`src/goomba_cfg_pkg.sv`:
```
`default_nettype none

package goomba_cfg_pkg;

    ////////////////////////////////////////////////////////////////////////////
    // Screen and sprite geometry
    ////////////////////////////////////////////////////////////////////////////

    localparam int unsigned COORD_W     = 10;             // Screen coordinate bits.
    localparam int unsigned PIXEL_W     = 24;             // RGB, 8 bits per channel.
    localparam int unsigned SPRITE_SIZE = 32;             // Square sprite side.
    localparam int unsigned Y_GROUND    = 384;            // Ground line under the feet.
    localparam int unsigned X_STEP      = 2;              // Pixels per frame tick.

    ////////////////////////////////////////////////////////////////////////////
    // Frame timing
    ////////////////////////////////////////////////////////////////////////////

    localparam int unsigned DECIDE_FRAMES = 4;            // Ticks between chase decisions.
    localparam int unsigned DEATH_FRAMES  = 4;            // Ticks the squashed sprite shows.

    // The frame counter stops at whichever threshold is larger.
    localparam int unsigned COUNT_MAX =
        (DECIDE_FRAMES > DEATH_FRAMES) ? DECIDE_FRAMES : DEATH_FRAMES;
    localparam int unsigned COUNT_W   = $clog2(COUNT_MAX + 1);

    ////////////////////////////////////////////////////////////////////////////
    // Colours
    ////////////////////////////////////////////////////////////////////////////

    localparam logic [PIXEL_W-1:0] SKY_COLOR = 24'h6b8cff;  // Level background.

endpackage

`default_nettype wire
```
`src/goomba_types_pkg.sv`:
```
`default_nettype none

package goomba_types_pkg;

    ////////////////////////////////////////////////////////////////////////////
    // Scalar words
    ////////////////////////////////////////////////////////////////////////////

    typedef logic [goomba_cfg_pkg::COORD_W-1:0] coord_t;
    typedef logic [goomba_cfg_pkg::COORD_W:0]   wide_coord_t;  // One carry bit for sums.
    typedef logic [goomba_cfg_pkg::PIXEL_W-1:0] pixel_t;
    typedef logic [goomba_cfg_pkg::COUNT_W-1:0] frame_cnt_t;

    ////////////////////////////////////////////////////////////////////////////
    // Bundles
    ////////////////////////////////////////////////////////////////////////////

    typedef struct packed {
        logic   alive;
        coord_t x;
    } player_t;

    typedef struct packed {
        pixel_t walk_a;
        pixel_t walk_b;
        pixel_t squashed;
    } sprite_art_t;

    typedef struct packed {
        logic move;                                       // Step this cycle.
        logic left;                                       // Step direction.
        logic vanish;                                     // Park at x = 0.
    } move_cmd_t;

    typedef struct packed {
        logic at_left_edge;
        logic at_right_edge;
        logic target_left;                                // Chased player lies left.
    } steer_t;

    ////////////////////////////////////////////////////////////////////////////
    // Encodings
    ////////////////////////////////////////////////////////////////////////////

    typedef enum logic [2:0] {
        WALK_L1,
        WALK_L2,
        WALK_R1,
        WALK_R2,
        DYING,
        GONE
    } goomba_state_t;

    typedef enum logic [1:0] {
        GAIT_A,
        GAIT_B,
        SQUASHED,
        HIDDEN
    } pose_t;

endpackage

`default_nettype wire

```
`src/goomba_top.sv`:
```
`timescale 1ns/1ps
`default_nettype none

module goomba_top
#(
    parameter goomba_types_pkg::coord_t home_x  = goomba_types_pkg::coord_t'(400),
    parameter goomba_types_pkg::coord_t x_limit = goomba_types_pkg::coord_t'(1023)
)
(
    input  logic                          Clk,
    input  logic                          arst_n,
    input  logic                          frame_clk,
    input  goomba_types_pkg::coord_t      draw_x,
    input  goomba_types_pkg::coord_t      draw_y,
    input  goomba_types_pkg::coord_t      scroll,
    input  goomba_types_pkg::player_t     mario,
    input  goomba_types_pkg::player_t     luigi,
    input  logic                          stomped,
    input  goomba_types_pkg::sprite_art_t art,
    output goomba_types_pkg::coord_t      goomba_x,
    output goomba_types_pkg::coord_t      goomba_y,
    output logic                          goomba_hit,
    output goomba_types_pkg::pixel_t      pixel
);

    logic                        frame_tick;
    logic                        decide_due;
    logic                        death_done;
    logic                        count_clr;
    goomba_types_pkg::steer_t    steer;
    goomba_types_pkg::move_cmd_t cmd;
    goomba_types_pkg::pose_t     pose;

    frame_timer i_frame_timer (
        .Clk        (Clk),
        .arst_n     (arst_n),
        .frame_clk  (frame_clk),
        .count_clr  (count_clr),
        .frame_tick (frame_tick),
        .decide_due (decide_due),
        .death_done (death_done)
    );

    goomba_fsm i_goomba_fsm (
        .Clk        (Clk),
        .arst_n     (arst_n),
        .frame_tick (frame_tick),
        .decide_due (decide_due),
        .death_done (death_done),
        .steer      (steer),
        .stomped    (stomped),
        .cmd        (cmd),
        .count_clr  (count_clr),
        .pose       (pose)
    );

    goomba_motion #(
        .home_x  (home_x),
        .x_limit (x_limit)
    ) i_goomba_motion (
        .Clk      (Clk),
        .arst_n   (arst_n),
        .cmd      (cmd),
        .scroll   (scroll),
        .mario    (mario),
        .luigi    (luigi),
        .steer    (steer),
        .goomba_x (goomba_x),
        .goomba_y (goomba_y)
    );

    goomba_sprite i_goomba_sprite (
        .Clk        (Clk),
        .arst_n     (arst_n),
        .pose       (pose),
        .art        (art),
        .draw_x     (draw_x),
        .draw_y     (draw_y),
        .scroll     (scroll),
        .goomba_x   (goomba_x),
        .goomba_y   (goomba_y),
        .goomba_hit (goomba_hit),
        .pixel      (pixel)
    );

endmodule

`default_nettype wire

```
`src/goomba_sprite.sv`:
```
`timescale 1ns/1ps
`default_nettype none

module goomba_sprite
(
    input  logic                          Clk,
    input  logic                          arst_n,
    input  goomba_types_pkg::pose_t       pose,
    input  goomba_types_pkg::sprite_art_t art,
    input  goomba_types_pkg::coord_t      draw_x,
    input  goomba_types_pkg::coord_t      draw_y,
    input  goomba_types_pkg::coord_t      scroll,
    input  goomba_types_pkg::coord_t      goomba_x,
    input  goomba_types_pkg::coord_t      goomba_y,
    output logic                          goomba_hit,
    output goomba_types_pkg::pixel_t      pixel
);

    goomba_types_pkg::wide_coord_t world_x;
    goomba_types_pkg::wide_coord_t x_near;
    goomba_types_pkg::wide_coord_t x_far;
    goomba_types_pkg::wide_coord_t y_near;
    goomba_types_pkg::wide_coord_t y_far;
    goomba_types_pkg::wide_coord_t beam_y;

    ////////////////////////////////////////////////////////////////////////////
    // Beam hit test
    ////////////////////////////////////////////////////////////////////////////

    assign world_x = goomba_types_pkg::wide_coord_t'(draw_x) +
                     goomba_types_pkg::wide_coord_t'(scroll);   // Beam in world space.
    assign beam_y  = goomba_types_pkg::wide_coord_t'(draw_y);
    assign x_near  = goomba_types_pkg::wide_coord_t'(goomba_x);
    assign y_near  = goomba_types_pkg::wide_coord_t'(goomba_y);
    assign x_far   = x_near + goomba_types_pkg::wide_coord_t'(goomba_cfg_pkg::SPRITE_SIZE);
    assign y_far   = y_near + goomba_types_pkg::wide_coord_t'(goomba_cfg_pkg::SPRITE_SIZE);

    assign goomba_hit = (world_x > x_near) && (world_x < x_far) &&
                        (beam_y > y_near) && (beam_y < y_far) &&
                        (pose != goomba_types_pkg::HIDDEN);

    ////////////////////////////////////////////////////////////////////////////
    // Pixel select
    ////////////////////////////////////////////////////////////////////////////

    always_ff @(posedge Clk or negedge arst_n)
    begin
        if (!arst_n)
            pixel <= goomba_cfg_pkg::SKY_COLOR;
        else
        begin
            case (pose)
                goomba_types_pkg::GAIT_A:   pixel <= art.walk_a;
                goomba_types_pkg::GAIT_B:   pixel <= art.walk_b;
                goomba_types_pkg::SQUASHED: pixel <= art.squashed;
                default:                    pixel <= goomba_cfg_pkg::SKY_COLOR;
            endcase
        end
    end

endmodule

`default_nettype wire

```
`src/goomba_motion.sv`:
```
`timescale 1ns/1ps
`default_nettype none

module goomba_motion
#(
    parameter goomba_types_pkg::coord_t home_x  = goomba_types_pkg::coord_t'(400),
    parameter goomba_types_pkg::coord_t x_limit = goomba_types_pkg::coord_t'(1023)
)
(
    input  logic                          Clk,
    input  logic                          arst_n,
    input  goomba_types_pkg::move_cmd_t   cmd,
    input  goomba_types_pkg::coord_t      scroll,
    input  goomba_types_pkg::player_t     mario,
    input  goomba_types_pkg::player_t     luigi,
    output goomba_types_pkg::steer_t      steer,
    output goomba_types_pkg::coord_t      goomba_x,
    output goomba_types_pkg::coord_t      goomba_y
);

    goomba_types_pkg::wide_coord_t x_right;
    goomba_types_pkg::wide_coord_t x_far;
    goomba_types_pkg::coord_t      x_left;
    goomba_types_pkg::coord_t      mario_dis;
    goomba_types_pkg::coord_t      luigi_dis;

    ////////////////////////////////////////////////////////////////////////////
    // Position register
    ////////////////////////////////////////////////////////////////////////////

    assign x_right = goomba_types_pkg::wide_coord_t'(goomba_x) +
                     goomba_types_pkg::wide_coord_t'(goomba_cfg_pkg::X_STEP);
    assign x_left  = (goomba_x < goomba_types_pkg::coord_t'(goomba_cfg_pkg::X_STEP)) ? '0 :
                     goomba_x - goomba_types_pkg::coord_t'(goomba_cfg_pkg::X_STEP);

    always_ff @(posedge Clk or negedge arst_n)
    begin
        if (!arst_n)
            goomba_x <= home_x;
        else if (cmd.vanish)
            goomba_x <= '0;
        else if (cmd.move && cmd.left)
            goomba_x <= x_left;
        else if (cmd.move)
            goomba_x <= (x_right >= goomba_types_pkg::wide_coord_t'(x_limit)) ? x_limit :
                        x_right[goomba_cfg_pkg::COORD_W-1:0];
    end

    assign goomba_y = goomba_types_pkg::coord_t'(goomba_cfg_pkg::Y_GROUND);

    ////////////////////////////////////////////////////////////////////////////
    // Edges and chase target
    ////////////////////////////////////////////////////////////////////////////

    assign x_far = goomba_types_pkg::wide_coord_t'(goomba_x) +
                   goomba_types_pkg::wide_coord_t'(goomba_cfg_pkg::SPRITE_SIZE);

    assign steer.at_left_edge  = goomba_x <= scroll;
    assign steer.at_right_edge = x_far >= goomba_types_pkg::wide_coord_t'(x_limit);

    assign mario_dis = (mario.x < goomba_x) ? goomba_x - mario.x : mario.x - goomba_x;
    assign luigi_dis = (luigi.x < goomba_x) ? goomba_x - luigi.x : luigi.x - goomba_x;

    always_comb
    begin
        if (mario.alive && luigi.alive)
        begin
            if (mario_dis >= luigi_dis)                   // Farther player wins and mario takes a tie.
                steer.target_left = mario.x < goomba_x;
            else
                steer.target_left = luigi.x < goomba_x;
        end
        else if (mario.alive)
            steer.target_left = mario.x < goomba_x;
        else if (luigi.alive)
            steer.target_left = luigi.x < goomba_x;
        else
            steer.target_left = 1'b0;
    end

    x_in_range: assert property (@(posedge Clk) disable iff (!arst_n)
        goomba_x <= x_limit);

endmodule

`default_nettype wire

```
`src/goomba_fsm.sv`:
```
`timescale 1ns/1ps
`default_nettype none

module goomba_fsm
(
    input  logic                             Clk,
    input  logic                             arst_n,
    input  logic                             frame_tick,
    input  logic                             decide_due,
    input  logic                             death_done,
    input  goomba_types_pkg::steer_t         steer,
    input  logic                             stomped,
    output goomba_types_pkg::move_cmd_t      cmd,
    output logic                             count_clr,
    output goomba_types_pkg::pose_t          pose
);

    goomba_types_pkg::goomba_state_t state;
    goomba_types_pkg::goomba_state_t state_nxt;
    logic heading_left;
    logic phase_one;
    logic left_nxt;

    assign heading_left = (state == goomba_types_pkg::WALK_L1) ||
                          (state == goomba_types_pkg::WALK_L2);
    assign phase_one    = (state == goomba_types_pkg::WALK_L1) ||
                          (state == goomba_types_pkg::WALK_R1);

    ////////////////////////////////////////////////////////////////////////////
    // Next state and move command
    ////////////////////////////////////////////////////////////////////////////

    always_comb
    begin
        state_nxt = state;
        cmd       = '0;
        count_clr = 1'b0;
        left_nxt  = heading_left;

        if (frame_tick)
        begin
            case (state)
                goomba_types_pkg::DYING:
                begin
                    if (death_done)
                    begin
                        state_nxt  = goomba_types_pkg::GONE;
                        cmd.vanish = 1'b1;
                    end
                end

                goomba_types_pkg::GONE:
                    state_nxt = goomba_types_pkg::GONE;   // Absorbing.

                default:
                begin
                    if (stomped)
                    begin
                        state_nxt = goomba_types_pkg::DYING;
                        count_clr = 1'b1;                 // Start the death timer.
                    end
                    else
                    begin
                        if (steer.at_left_edge)
                            left_nxt = 1'b0;
                        else if (steer.at_right_edge)
                            left_nxt = 1'b1;
                        else if (decide_due)
                        begin
                            left_nxt  = steer.target_left;
                            count_clr = 1'b1;
                        end

                        // Flip the gait phase in the new heading.
                        if (left_nxt)
                            state_nxt = phase_one ? goomba_types_pkg::WALK_L2
                                                  : goomba_types_pkg::WALK_L1;
                        else
                            state_nxt = phase_one ? goomba_types_pkg::WALK_R2
                                                  : goomba_types_pkg::WALK_R1;

                        cmd.move = 1'b1;
                        cmd.left = left_nxt;
                    end
                end
            endcase
        end
    end

    always_ff @(posedge Clk or negedge arst_n)
    begin
        if (!arst_n)
            state <= goomba_types_pkg::WALK_L1;
        else
            state <= state_nxt;
    end

    ////////////////////////////////////////////////////////////////////////////
    // Pose
    ////////////////////////////////////////////////////////////////////////////

    always_comb
    begin
        case (state)
            goomba_types_pkg::WALK_L1,
            goomba_types_pkg::WALK_R1: pose = goomba_types_pkg::GAIT_A;
            goomba_types_pkg::WALK_L2,
            goomba_types_pkg::WALK_R2: pose = goomba_types_pkg::GAIT_B;
            goomba_types_pkg::DYING:   pose = goomba_types_pkg::SQUASHED;
            default:                   pose = goomba_types_pkg::HIDDEN;
        endcase
    end

    // A squashed or vanished goomba never walks again.
    no_move_dead: assert property (@(posedge Clk) disable iff (!arst_n)
        (state == goomba_types_pkg::DYING || state == goomba_types_pkg::GONE)
        |-> !cmd.move);

endmodule

`default_nettype wire

```
`src/frame_timer.sv`:
```
`timescale 1ns/1ps
`default_nettype none

module frame_timer
(
    input  logic Clk,
    input  logic arst_n,
    input  logic frame_clk,
    input  logic count_clr,
    output logic frame_tick,
    output logic decide_due,
    output logic death_done
);

    logic sync_q1;
    logic sync_q2;
    logic sync_d;
    goomba_types_pkg::frame_cnt_t frame_cnt;

    ////////////////////////////////////////////////////////////////////////////
    // Strobe synchronizer and edge detect
    ////////////////////////////////////////////////////////////////////////////

    always_ff @(posedge Clk or negedge arst_n)
    begin
        if (!arst_n)
        begin
            sync_q1    <= 1'b0;
            sync_q2    <= 1'b0;
            sync_d     <= 1'b0;
            frame_tick <= 1'b0;
        end
        else
        begin
            sync_q1    <= frame_clk;
            sync_q2    <= sync_q1;
            sync_d     <= sync_q2;                        // Previous synchronized level.
            frame_tick <= sync_q2 && !sync_d;
        end
    end

    ////////////////////////////////////////////////////////////////////////////
    // Frame counter
    ////////////////////////////////////////////////////////////////////////////

    always_ff @(posedge Clk or negedge arst_n)
    begin
        if (!arst_n)
            frame_cnt <= '0;
        else if (count_clr)
            frame_cnt <= '0;                              // Clear wins over a tick.
        else if (frame_tick &&
                 frame_cnt != goomba_types_pkg::frame_cnt_t'(goomba_cfg_pkg::COUNT_MAX))
            frame_cnt <= frame_cnt + goomba_types_pkg::frame_cnt_t'(1);
    end

    assign decide_due =
        frame_cnt >= goomba_types_pkg::frame_cnt_t'(goomba_cfg_pkg::DECIDE_FRAMES);
    assign death_done =
        frame_cnt >= goomba_types_pkg::frame_cnt_t'(goomba_cfg_pkg::DEATH_FRAMES);

    // A frame strobe never yields back-to-back ticks.
    tick_single: assert property (@(posedge Clk) disable iff (!arst_n)
        frame_tick |=> !frame_tick);

endmodule

`default_nettype wire

```
`config.mk`:
```
export PLATFORM = sky130hd
export DESIGN_NAME = goomba_top
export DESIGN_NICKNAME = d
export VERILOG_FILES = /design/src/goomba_cfg_pkg.sv /design/src/goomba_types_pkg.sv /design/src/goomba_top.sv /design/src/goomba_sprite.sv /design/src/goomba_motion.sv /design/src/goomba_fsm.sv /design/src/frame_timer.sv
export SDC_FILE = /design/constraint.sdc
export NUM_CORES = 1
export LEC_CHECK = 0
export BUFFER_PORTS_ARGS = -buffer_cell sky130_fd_sc_hd__buf_2
export CORE_MARGIN = 4
export CORE_UTILIZATION = 45
export CTS_CLUSTER_SIZE = 30
export DETAILED_ROUTE_END_ITERATION = 6
export GPL_ROUTABILITY_DRIVEN = 1
export MAX_ROUTING_LAYER = met4
export PLACE_DENSITY_LB_ADDON = 0.12
export RECOVER_POWER = 50
export SLEW_MARGIN = 30
export SYNTH_ARGS = -nofsm -noshare
export SYNTH_HDL_FRONTEND = slang
export SYNTH_SLANG_ARGS = --single-unit
```
`constraint.sdc`:
```
create_clock -name Clk -period 6.2 [get_ports Clk]
set_input_delay 0.31 -clock Clk [delete_from_list [all_inputs] [get_ports Clk]]
set_output_delay 0.31 -clock Clk [all_outputs]
set_load 0.05 [all_outputs]
```
==> results of run 1 <==
==> synth_stat cells, types with 3 or more instances <==
cell type and count:
o211ai_1 4, o21bai_1 9, o22a_1 16, or4_1 3
a211oi_1 13, buf_4 10, dfrtp_1 25, nand4_1 8
and3_1 5, buf_1 5, nand3_1 15, mux2_2 10
a21oi_1 51, nor2b_1 14, buf_2 4, xnor2_1 23
o211a_1 3, inv_1 64, o21a_1 6, a21o_1 19
o22ai_1 3, a31oi_1 11, o32ai_1 3, mux2i_1 15
nor2_1 39, nor4_1 5, a22oi_1 3, o32a_1 3
nor3_1 12, o21ai_0 24, nand2_1 47, or3_1 4
and2_1 3, ha_1 93, nand2b_1 6, fa_1 5
dfstp_2 19, clkbuf_1 16, xor2_1 8
==> cell families after synthesis <==
family | Yosys count | synth area share
mux | 25 | 0.0472
flops | 44 | 0.202
buf+inv | 101 | 0.0784
xor+xnor | 31 | 0.0487
compound gates | 198 | 0.247
simple gates | 169 | 0.149
other cells | 2 | 0.00135
fa+ha+maj | 98 | 0.227
==> layout make-up <==
type                       count  share of cell area
multi-input combinational    531               0.606
sequential                    44               0.169
timing repair buffer         175               0.134
inverter                      64              0.0360
tap                          168              0.0315
clock buffer                   6              0.0193
clock inverter                 2             0.00525
==> stage by stage <==
| stage | std cells | total power, W |
|---|---|---|
| floorplan | 676 | 0.00178 |
| global placement | 982 | 0.00221 |
| CTS | 990 | 0.00254 |
| detailed placement | 982 | 0.00224 |
| global route | 990 | 0.00273 |
| finish | 990 | 0.00253 |
==> power by group <==
| group | internal [W] | leakage [nW] | switching [W] |
|---|---|---|---|
| Sequential | 0.000408 | 0.516 | 0.000112 |
| Combinational | 0.000632 | 2.68 | 0.00108 |
| Clock | 0.000190 | 0.0808 | 0.000109 |
==> layer usage <==
layer / part of all wire / track usage
met1: 0.45 / 0.288
met2: 0.48 / 0.391
met3: 0.053 / 0.0247
met4: 0.017 / 0.0594
met5: 0 / -
==> worst min-delay path by stage <==
stage,endpoint,slack (ns)
2_1_floorplan,i_frame_timer.frame_cnt[0]$_DFFE_PN0P_,0.01
3_3_place_gp,i_frame_timer.sync_q2$_DFF_PN0_,0.34
3_5_place_dp,i_goomba_sprite.pixel[9]$_DFF_PN0_,0.34
4_1_cts,i_goomba_sprite.pixel[9]$_DFF_PN0_,0.04
5_1_grt,i_frame_timer.sync_q1$_DFF_PN0_,0.12
6_report,i_frame_timer.sync_q1$_DFF_PN0_,0.13
==> flip-flops by register name, summed over array words and instances, names as in the netlist <==
name and cells:
i_frame_timer.frame_cnt 3, i_frame_timer.frame_tick 1, i_frame_timer.sync_d 1, i_frame_timer.sync_q1 1, i_frame_timer.sync_q2 1, i_goomba_fsm.state 3, i_goomba_motion.goomba_x 10, i_goomba_sprite.pixel 24
==> impl_metrics.ini, run 1 <==
[status]
status = complete, but fails checks
violations = capacitance limit, slew limit

[global_route]
grt_max_degree = 45
grt_usage = 0.229
antenna_found_initial = 0
overflow = 0
grt_pass1_vias = 5566
grt_pass1_wl_mm = 26.4

[floorplan]
start_util = 0.462
dieArea_mm2 = 0.0142
die_w_um = 119
ios = 173
die-height_um = 119
placementRows = 40
coreArea_mm2 = 0.0121

[layout]
drive_gt1_frac = 0.252
final_nets = 1047
n_antenna_cell = 0
final_common_cell = buf_2
design_area_mm2 = 0.00667
fillers = 1180
multiInputGateArea_mm2 = 0.00404
regArea_mm2 = 0.00113
post-route-util = 0.553
syn_to_final_growth_pct = 19.7
final_cell_mix = buf_2 (148), ha_1 (93), inv_1 (64)

[clock_network]
cts_buffers = 5
clk_latency_ns = 0.28
ctsHoldBuffers = 0
cts.sinks = 44
clockBufferDepth = 2
root_buffer = clkbuf_16
htreeDepth = 2
postCtsSetupRepairBufs = 0
cts_tree = done
path_clk_slew_ns = 0.06
post_cts_resized = 0

[worst_setup_path]
arrival_ns = 5.85
r2r-start = i_goomba_motion.goomba_x[0]$_DFFE_PN0P_
cp.required_ns = 6.39
critical_path_class = reg2reg
cp_max_fo = 16
crit_path_top_delay_cell = a31o_1
worstPathCellList = ha_1 -> inv_1 -> fa_1 -> a211oi_1 -> o21bai_1 -> a211oi_2 -> buf_4 -> a211oi_1 -> o31ai_1 -> nor2b_1 -> a31oi_1 -> xnor2_1 -> ha_1 -> nor2b_1 -> or4_1 -> o2111ai_1 -> a31o_1 -> buf_4 -> nor2_1 -> o32ai_1
path_delay_family = compound AO/OA/AOI/OAI gates
r2r_end = i_goomba_motion.goomba_x[2]$_DFFE_PN0P_
cp-start-kind = flop
r2r_slack_ns = 0.54
max_stage_delay_ns = 0.66
critPathCapture = i_goomba_motion.goomba_x[2]$_DFFE_PN0P_
cp_num_cells = 20
critical_path.startpoint = i_goomba_motion.goomba_x[0]$_DFFE_PN0P_
rr_worst_depth = 20
crit_buf_inv = 3
crit_path_end_kind = flop

[timing]
rsz0062_at_grt = false
worst_pin_slew_ns = 2.40
setup_tns_ns = 0
finalWorstSetupSlack_ns = 0.538
slew_violations = 45
finalCritPeriodShare = 0.913
finalSetupViolCount = 0
hold_violations = 0
hold_ws_ns = 0.133
slew-limit-headroom = -0.600
max_freq_mhz = 177
min_period_ns = 5.66
fin_skew_ns = 0.00448

[routing]
viasPerCell = 5.52
postRouteAntennaNets = 0
wl_mm = 16.4
drc = 0
wire_per_inst_um = 16.6
drt-initial-drc-count = 387
via_count = 5465
drtPass1Iterations = 5

[placement]
place.detailed.hpwl_mm = 13.6
dp_slack_ns = 0.647
io_buffers = 162
place_area_mm2 = 0.00653
place_congestion = 0.973

[power_and_ir_drop]
leakage_nw = 3.28
power.density_mw_per_mm2 = 379
worst_ir_drop_vdd_mv = 0.164

[synth]
yosysUniqueCellTypes = 69
synth_edf_count = 0
synth_top_cell_by_area = ha_1
syn_area_mm2 = 0.00557
synth_flop_cell = dfrtp_1
synth_largest_type_area_fraction = 0.209
synth.area.top_cells = ha_1 (21%), dfrtp_1 (11%), dfstp_2 (9.0%), a21oi_1 (4.6%), inv_1 (4.3%)
synth_cells = 668
yosys_warnings = 0
synth-seq-area-share = 0.202
synth-seq-cells = 44
syn_avg_cell_area_um2 = 8.34
ys_async_sr_fraction = 1.00

[job]
drv_cap = 1

[hold_path]
hold_path_class = in2reg
hold_start = frame_clk
hold-path-cell-count = 1
(Power assumes the default switching activity.)
==> run 2, diff against run 1 <==
Settings changed: GPL_TIMING_DRIVEN set to 0, SYNTH_HIERARCHICAL set to 1.
==> run 2 against run 1 <==
The run now ends clean. Cell area increased by 14%. Sequential power decreased by 1%. Sequential cell count unchanged. Die area increased by 13%. Highest routed layer unchanged. Global-route usage decreased by 0.40 points.
==> impl_metrics.ini, run 2 <==
[worst_setup_path]
max_stage_delay_ns = 0.63
crit_top_cell = a21oi_1
crit_path_top_delay_cell = dfstp_2
arrival_ns = 5.89
cp_max_fo = 10
cp.required_ns = 6.37
worstPathCellList = buf_2 -> inv_1 -> ha_1 -> a21oi_1 -> o21ai_1 -> a2111oi_4 -> buf_4 -> mux2_2 -> o21ai_0 -> xor2_1 -> ha_1 -> nand4_1 -> nor2_1 -> a21oi_1 -> a21boi_0 -> o22ai_2 -> a21oi_1 -> a21oi_2 -> nor3b_4 -> nand2_1 -> o311ai_4 -> a21oi_2 -> nor2b_1 -> a221o_1
critical_path_class = reg2reg
cp-start-kind = flop
crit_path_end_kind = flop

[clock_network]
htreeDepth = 2
clockBufferDepth = 2
clk_latency_ns = 0.28
cts_buffers = 5
path_clk_slew_ns = 0.06
cts_tree = done
cts.sinks = 44
root_buffer = clkbuf_16

[layout]
post-route-util = 0.549
fillers = 1367
top_register = i_goomba_sprite/pixel
final_nets = 1175
syn_to_final_growth_pct = 19.7
largest_reg_flops = 24
stdcell_count = 1114
n_antenna_cell = 0
final_cell_mix = buf_2 (159), ha_1 (109), inv_1 (75)
reg.largest.list = i_goomba_sprite/pixel x24, i_goomba_motion/goomba_x x10
drive_gt1_frac = 0.258
final_common_cell = buf_2

[timing]
slew-limit-headroom = 0.101
min_period_ns = 5.73
hold_violations = 0
max_freq_mhz = 175
rsz0062_at_grt = false
worst_pin_slew_ns = 1.35
fin_skew_ns = 0.00423
slew_violations = 0
finalCritPeriodShare = 0.924
finalSetupViolCount = 0

[synth]
synth.area.top_cells = ha_1 (21%), dfrtp_1 (9.9%), dfstp_2 (7.9%), a21oi_1 (4.7%), inv_1 (4.4%)
yosys_warnings = 6
yosysUniqueCellTypes = 86
syn_area_mm2 = 0.00634
synth_flop_cell = dfrtp_1
synth-seq-area-share = 0.177
synth_edf_count = 0
synth_top_cell_by_area = ha_1
synth_cells = 753
synth-seq-cells = 44
synthTopCellsByCount = ha_1 (109), inv_1 (75), a21oi_1 (59)
yosys.cell_count.top_type = ha_1
syn_avg_cell_area_um2 = 8.42
synth_largest_type_area_fraction = 0.215
ys_async_sr_fraction = 1.00

[routing]
drtPass1Iterations = 5
viasPerCell = 5.45
wire_per_inst_um = 16.0
wl_mm = 17.8
postRouteAntennaNets = 0
via_count = 6067
drt-initial-drc-count = 322
drc = 0

[power_and_ir_drop]
p_clk_frac = 0.113
swShare = 0.506
leakage_nw = 3.69
p_comb_frac = 0.662
power.density_mw_per_mm2 = 299
p_int_w = 0.00112
worst_ir_drop_vdd_mv = 0.224
seqPwrFrac = 0.225
power_w = 0.00227
p_sw_w = 0.00115

[global_route]
antenna_found_initial = 0
grt_pass1_vias = 6015
overflow = 0
grt_usage = 0.225
grt_pass1_wl_mm = 29.0
grt_max_degree = 28

[floorplan]
coreArea_mm2 = 0.0138
dieArea_mm2 = 0.0161
placementRows = 43
die-height_um = 127
ios = 173
start_util = 0.459
die_w_um = 127

[placement]
io_buffers = 162
place.detailed.hpwl_mm = 14.7
place_congestion = 0.919
dp_cells = 1104

[job]
drv_cap = 0

[hold_path]
hold_path_class = in2reg

[status]
status = complete, no violations
[run 2: cell types whose count changed in the layout (fill, tap and decap cells not counted), moves of 10 or more]
cell / previous run / this run
buf_2: 148 / 159
clkbuf_1: 15 / 28
ha_1: 93 / 109
inv_1: 64 / 75
mux2_1: 0 / 12
nand3_1: 15 / 30
nor2_1: 39 / 27
o21ai_1: 1 / 11
[run 2: worst paths after layout]
path	to	start	cells past startpoint	slack, ns
worst max-delay path	i_goomba_motion/goomba_x[9]$_DFFE_PN0P_	i_goomba_motion/goomba_x[4]$_DFFE_PN1P_	24	0.47
worst min-delay path	i_frame_timer/sync_q1$_DFF_PN0_	frame_clk	1	0.13
worst max register to register	i_goomba_motion/goomba_x[9]$_DFFE_PN0P_	i_goomba_motion/goomba_x[4]$_DFFE_PN1P_	24	0.47
worst min register to register	i_frame_timer/sync_q2$_DFF_PN0_	i_frame_timer/sync_q1$_DFF_PN0_	0	0.36
max in group asynchronous	i_goomba_motion/goomba_x[0]$_DFFE_PN0P_	arst_n	3	3.64
min in group asynchronous	i_frame_timer/frame_tick$_DFF_PN0_	arst_n	2	0.71
[run 2: cell type report]
type	instances	area [µm²]	share of cell area
inverter	75	282	0.0371
sequential	44	1140	0.150
buffer	41	246	0.0325
tap	180	225	0.0297
multi-input combinational	601	4740	0.625
clock buffer	6	129	0.0170
clock inverter	2	11.3	0.00148
timing repair buffer	165	817	0.108
[run 2: logic make-up after synthesis]
family | share of synthesized area
DFF | 0.177
adders and majority gates | 0.231
xor gates and xnor gates | 0.0483
AOI/OAI and AO/OA | 0.244
buffers and inverters | 0.0830
muxes | 0.0661
and+or+nand+nor | 0.150
other | 0.00118
[run 2: critical path: cells and delay by family (launching register included)]
| family | cells | cell delay (ns) |
|---|---|---|
| xor+xnor | 1 | 0.24 |
| compound gates | 12 | 2.52 |
| fa+ha+maj | 2 | 0.51 |
| mux | 1 | 0.35 |
| flops | 1 | 0.63 |
| buf+inv | 3 | 0.56 |
| simple gates | 5 | 0.75 |
[run 2: repair_timing]
action	4_1_cts	5_1_grt
resized for setup	1	14
pin swaps	0	1
endpoints found under the hold margin	14	0
setup endpoints to repair	6	9
hold buffers	1	0
buffers inserted	0	1
[run 2: stage by stage]
step / area [µm²] / hold slack [ns] / setup TNS (ns) / setup WS, ns
floorplan: 6370 / 0.0144 / 0 / 0.806
global placement: 7410 / 0.333 / -0.429 / -0.189
detailed placement: 7430 / 0.275 / -0.251 / -0.0948
CTS: 7580 / 0.125 / 0 / 0.0242
global route: 7590 / 0.120 / 0 / 0.0912
finish: 7590 / 0.128 / 0 / 0.474
[run 2: routing by layer]
layer  GRT usage  up-vias  part of all wire
met5           -        -                 0
met4      0.0625        0             0.020
met3      0.0282       30             0.054
met2       0.383      178              0.48
met1       0.281     2790              0.44
li1            -     3069                 -
[run 2: power by group through the flow]
stage               clock [W]  combinational (W)  sequential (W)
global route         0.000278            0.00166        0.000527
floorplan                   0           0.000871        0.000777
detailed placement          0            0.00151        0.000508
finish               0.000256            0.00150        0.000512
CTS                  0.000260            0.00152        0.000507
global placement            0            0.00150        0.000507
==> run 3, diff against run 2 <==
Settings changed: BUFFER_PORTS_ARGS -buffer_cell sky130_fd_sc_hd__buf_2 to -buffer_cell sky130_fd_sc_hd__clkbuf_2.
==> run 3 against run 2 <==
The run now ends with capacitance limit, slew limit left. Non-clock buffer count fell by 3. Sequential share of layout area about the same. Combinational power is essentially flat. Core utilization is 0.25 points lower. Sequential cell count did not move. Power down 0.52%. Wire length fell by 2.3%. Setup slack worse by 0.20 ns. Largest power group unchanged. Critical path depth stayed put. Clock-buffer cell count unchanged. Cell area shrank 0.46%. Clock power is essentially flat.
==> impl_metrics.ini, run 3 (same netlist as run 2, synthesis figures left out) <==
[status]
status = complete, but fails checks
violations = capacitance limit, slew limit

[timing]
fin_skew_ns = 0.00583
slew-limit-headroom = -0.545
min_period_ns = 5.92
max_freq_mhz = 169
finalCritPeriodShare = 0.955
hold_violations = 0
finalWorstSetupSlack_ns = 0.276
worst_pin_slew_ns = 2.32
rsz0062_at_grt = false
finalSetupViolCount = 0
slew_violations = 45

[floorplan]
coreArea_mm2 = 0.0138
placementRows = 43
ios = 173
dieArea_mm2 = 0.0161
die_w_um = 127
die-height_um = 127
start_util = 0.459

[worst_setup_path]
crit_top_cell = a21oi_1
crit_buf_inv = 3
crit_path_end_kind = flop
cp.required_ns = 6.37
arrival_ns = 6.09
path_delay_family = compound AO/OA/AOI/OAI gates
critical_path_class = reg2reg
cp-start-kind = flop
cp_max_fo = 10
worstPathCellList = buf_2 -> inv_1 -> ha_1 -> a21oi_1 -> o21ai_1 -> a2111oi_4 -> buf_4 -> mux2i_1 -> o31ai_1 -> xor2_1 -> ha_1 -> a21o_1 -> a21o_1 -> a21oi_1 -> a21boi_0 -> o22ai_1 -> a21oi_1 -> a21oi_2 -> nor3b_4 -> nand2_1 -> o311ai_4 -> a21oi_2 -> nor2b_1 -> a221o_1
max_stage_delay_ns = 0.63
crit_path_top_delay_cell = dfstp_2

[placement]
place_congestion = 0.927
dp_slack_ns = -0.163
place_area_mm2 = 0.00741
place.detailed.hpwl_mm = 14.4
io_buffers = 162

[clock_network]
postCtsSetupRepairBufs = 0
cts_tree = done
post_cts_resized = 1
ctsHoldBuffers = 0
clk_latency_ns = 0.28
path_clk_slew_ns = 0.06
root_buffer = clkbuf_16
cts.sinks = 44
clockBufferDepth = 2
htreeDepth = 2
cts_buffers = 5

[layout]
syn_to_final_growth_pct = 19.1
n_antenna_cell = 0
final_common_cell = clkbuf_2
fillers = 1386
drive_gt1_frac = 0.257
reg.largest.list = i_goomba_sprite/pixel x24, i_goomba_motion/goomba_x x10
top_register = i_goomba_sprite/pixel
final_nets = 1172
largest_reg_flops = 24
design_area_mm2 = 0.00756
final_cell_mix = clkbuf_2 (150), ha_1 (109), inv_1 (75)
post-route-util = 0.547

[job]
drv_cap = 1

[routing]
drc = 0
drtPass1Iterations = 5
viasPerCell = 5.46
via_count = 6066
wl_mm = 17.4
wire_per_inst_um = 15.7
postRouteAntennaNets = 0
drt-initial-drc-count = 303

[power_and_ir_drop]
power_w = 0.00226
leakage_nw = 3.70
worst_ir_drop_vdd_mv = 0.196
power.density_mw_per_mm2 = 299

[global_route]
grt_pass1_wl_mm = 28.7
overflow = 0
antenna_found_initial = 0
grt_usage = 0.221
grt_max_degree = 45
grt_pass1_vias = 6071

[hold_path]
hold_path_class = in2reg
[run 3: changes by cell type in the layout (fill, tap and decap cells not counted), sizes merged]
cell,delta
buf,-150
clkbuf,+148
dlygate4sd3,-1
[run 3: worst paths after layout]
path	start	endpoint	slack, ns	cells past startpoint
setup / recovery	i_goomba_motion/goomba_x[4]$_DFFE_PN1P_	i_goomba_motion/goomba_x[9]$_DFFE_PN0P_	0.28	24
hold / removal	frame_clk	i_frame_timer/sync_q1$_DFF_PN0_	0.14	1
setup reg to reg	i_goomba_motion/goomba_x[4]$_DFFE_PN1P_	i_goomba_motion/goomba_x[9]$_DFFE_PN0P_	0.28	24
hold reg to reg	i_frame_timer/sync_q1$_DFF_PN0_	i_frame_timer/sync_q2$_DFF_PN0_	0.35	0
max in group asynchronous	arst_n	i_goomba_motion/goomba_x[1]$_DFFE_PN0P_	3.85	1
min in group asynchronous	arst_n	i_frame_timer/sync_d$_DFF_PN0_	0.72	1
[run 3: area by class of cell]
type / instances / area [µm²] / share of cell area
Buffer: 41 / 246 / 0.0326
Clock buffer: 6 / 129 / 0.0171
Clock inverter: 2 / 11.3 / 0.00149
Inverter: 75 / 282 / 0.0373
Multi-Input combinational cell: 601 / 4730 / 0.626
Sequential cell: 44 / 1130 / 0.150
Tap cell: 180 / 225 / 0.0298
Timing Repair Buffer: 162 / 796 / 0.105
[run 3: per-layer routing]
metal	up-vias	share of wire	global-route usage
met2	180	0.49	0.376
li1	3064	-	-
met1	2807	0.44	0.283
met5	-	0	-
met3	15	0.059	0.0295
met4	0	0.0098	0.0448
[run 3: per-stage QoR]
stage / setup TNS, ns / hold WS (ns) / instances
after detailed placement: -0.456 / 0.341 / 1103
after CTS: 0 / 0.0820 / 1111
after global routing: 0 / 0.131 / 1111
final: 0 / 0.135 / 1111
after global placement: -0.416 / 0.333 / 1103
after floorplan: 0 / 0.0144 / 761
[run 3: worst register-to-register path, stage by stage, from the launching register on]
cell,delay [ns]
dfstp_2,0.63
buf_2,0.27
inv_1,0.12
ha_1,0.23
a21oi_1,0.16
o21ai_1,0.18
a2111oi_4,0.49
buf_4,0.29
mux2i_1,0.23
o31ai_1,0.11
xor2_1,0.17
ha_1,0.33
a21o_1,0.18
a21o_1,0.18
a21oi_1,0.23
a21boi_0,0.12
o22ai_1,0.29
a21oi_1,0.13
a21oi_2,0.19
nor3b_4,0.28
nand2_1,0.16
o311ai_4,0.37
a21oi_2,0.06
nor2b_1,0.14
a221o_1,0.27
[run 3: power breakdown]
part           internal [W]  leakage, nW  switching, W  total (W)
sequential         0.000418        0.506     0.0000941   0.000512
clock              0.000149       0.0712      0.000106   0.000255
combinational      0.000552         3.12      0.000941    0.00149
total               0.00112         3.70       0.00114    0.00226
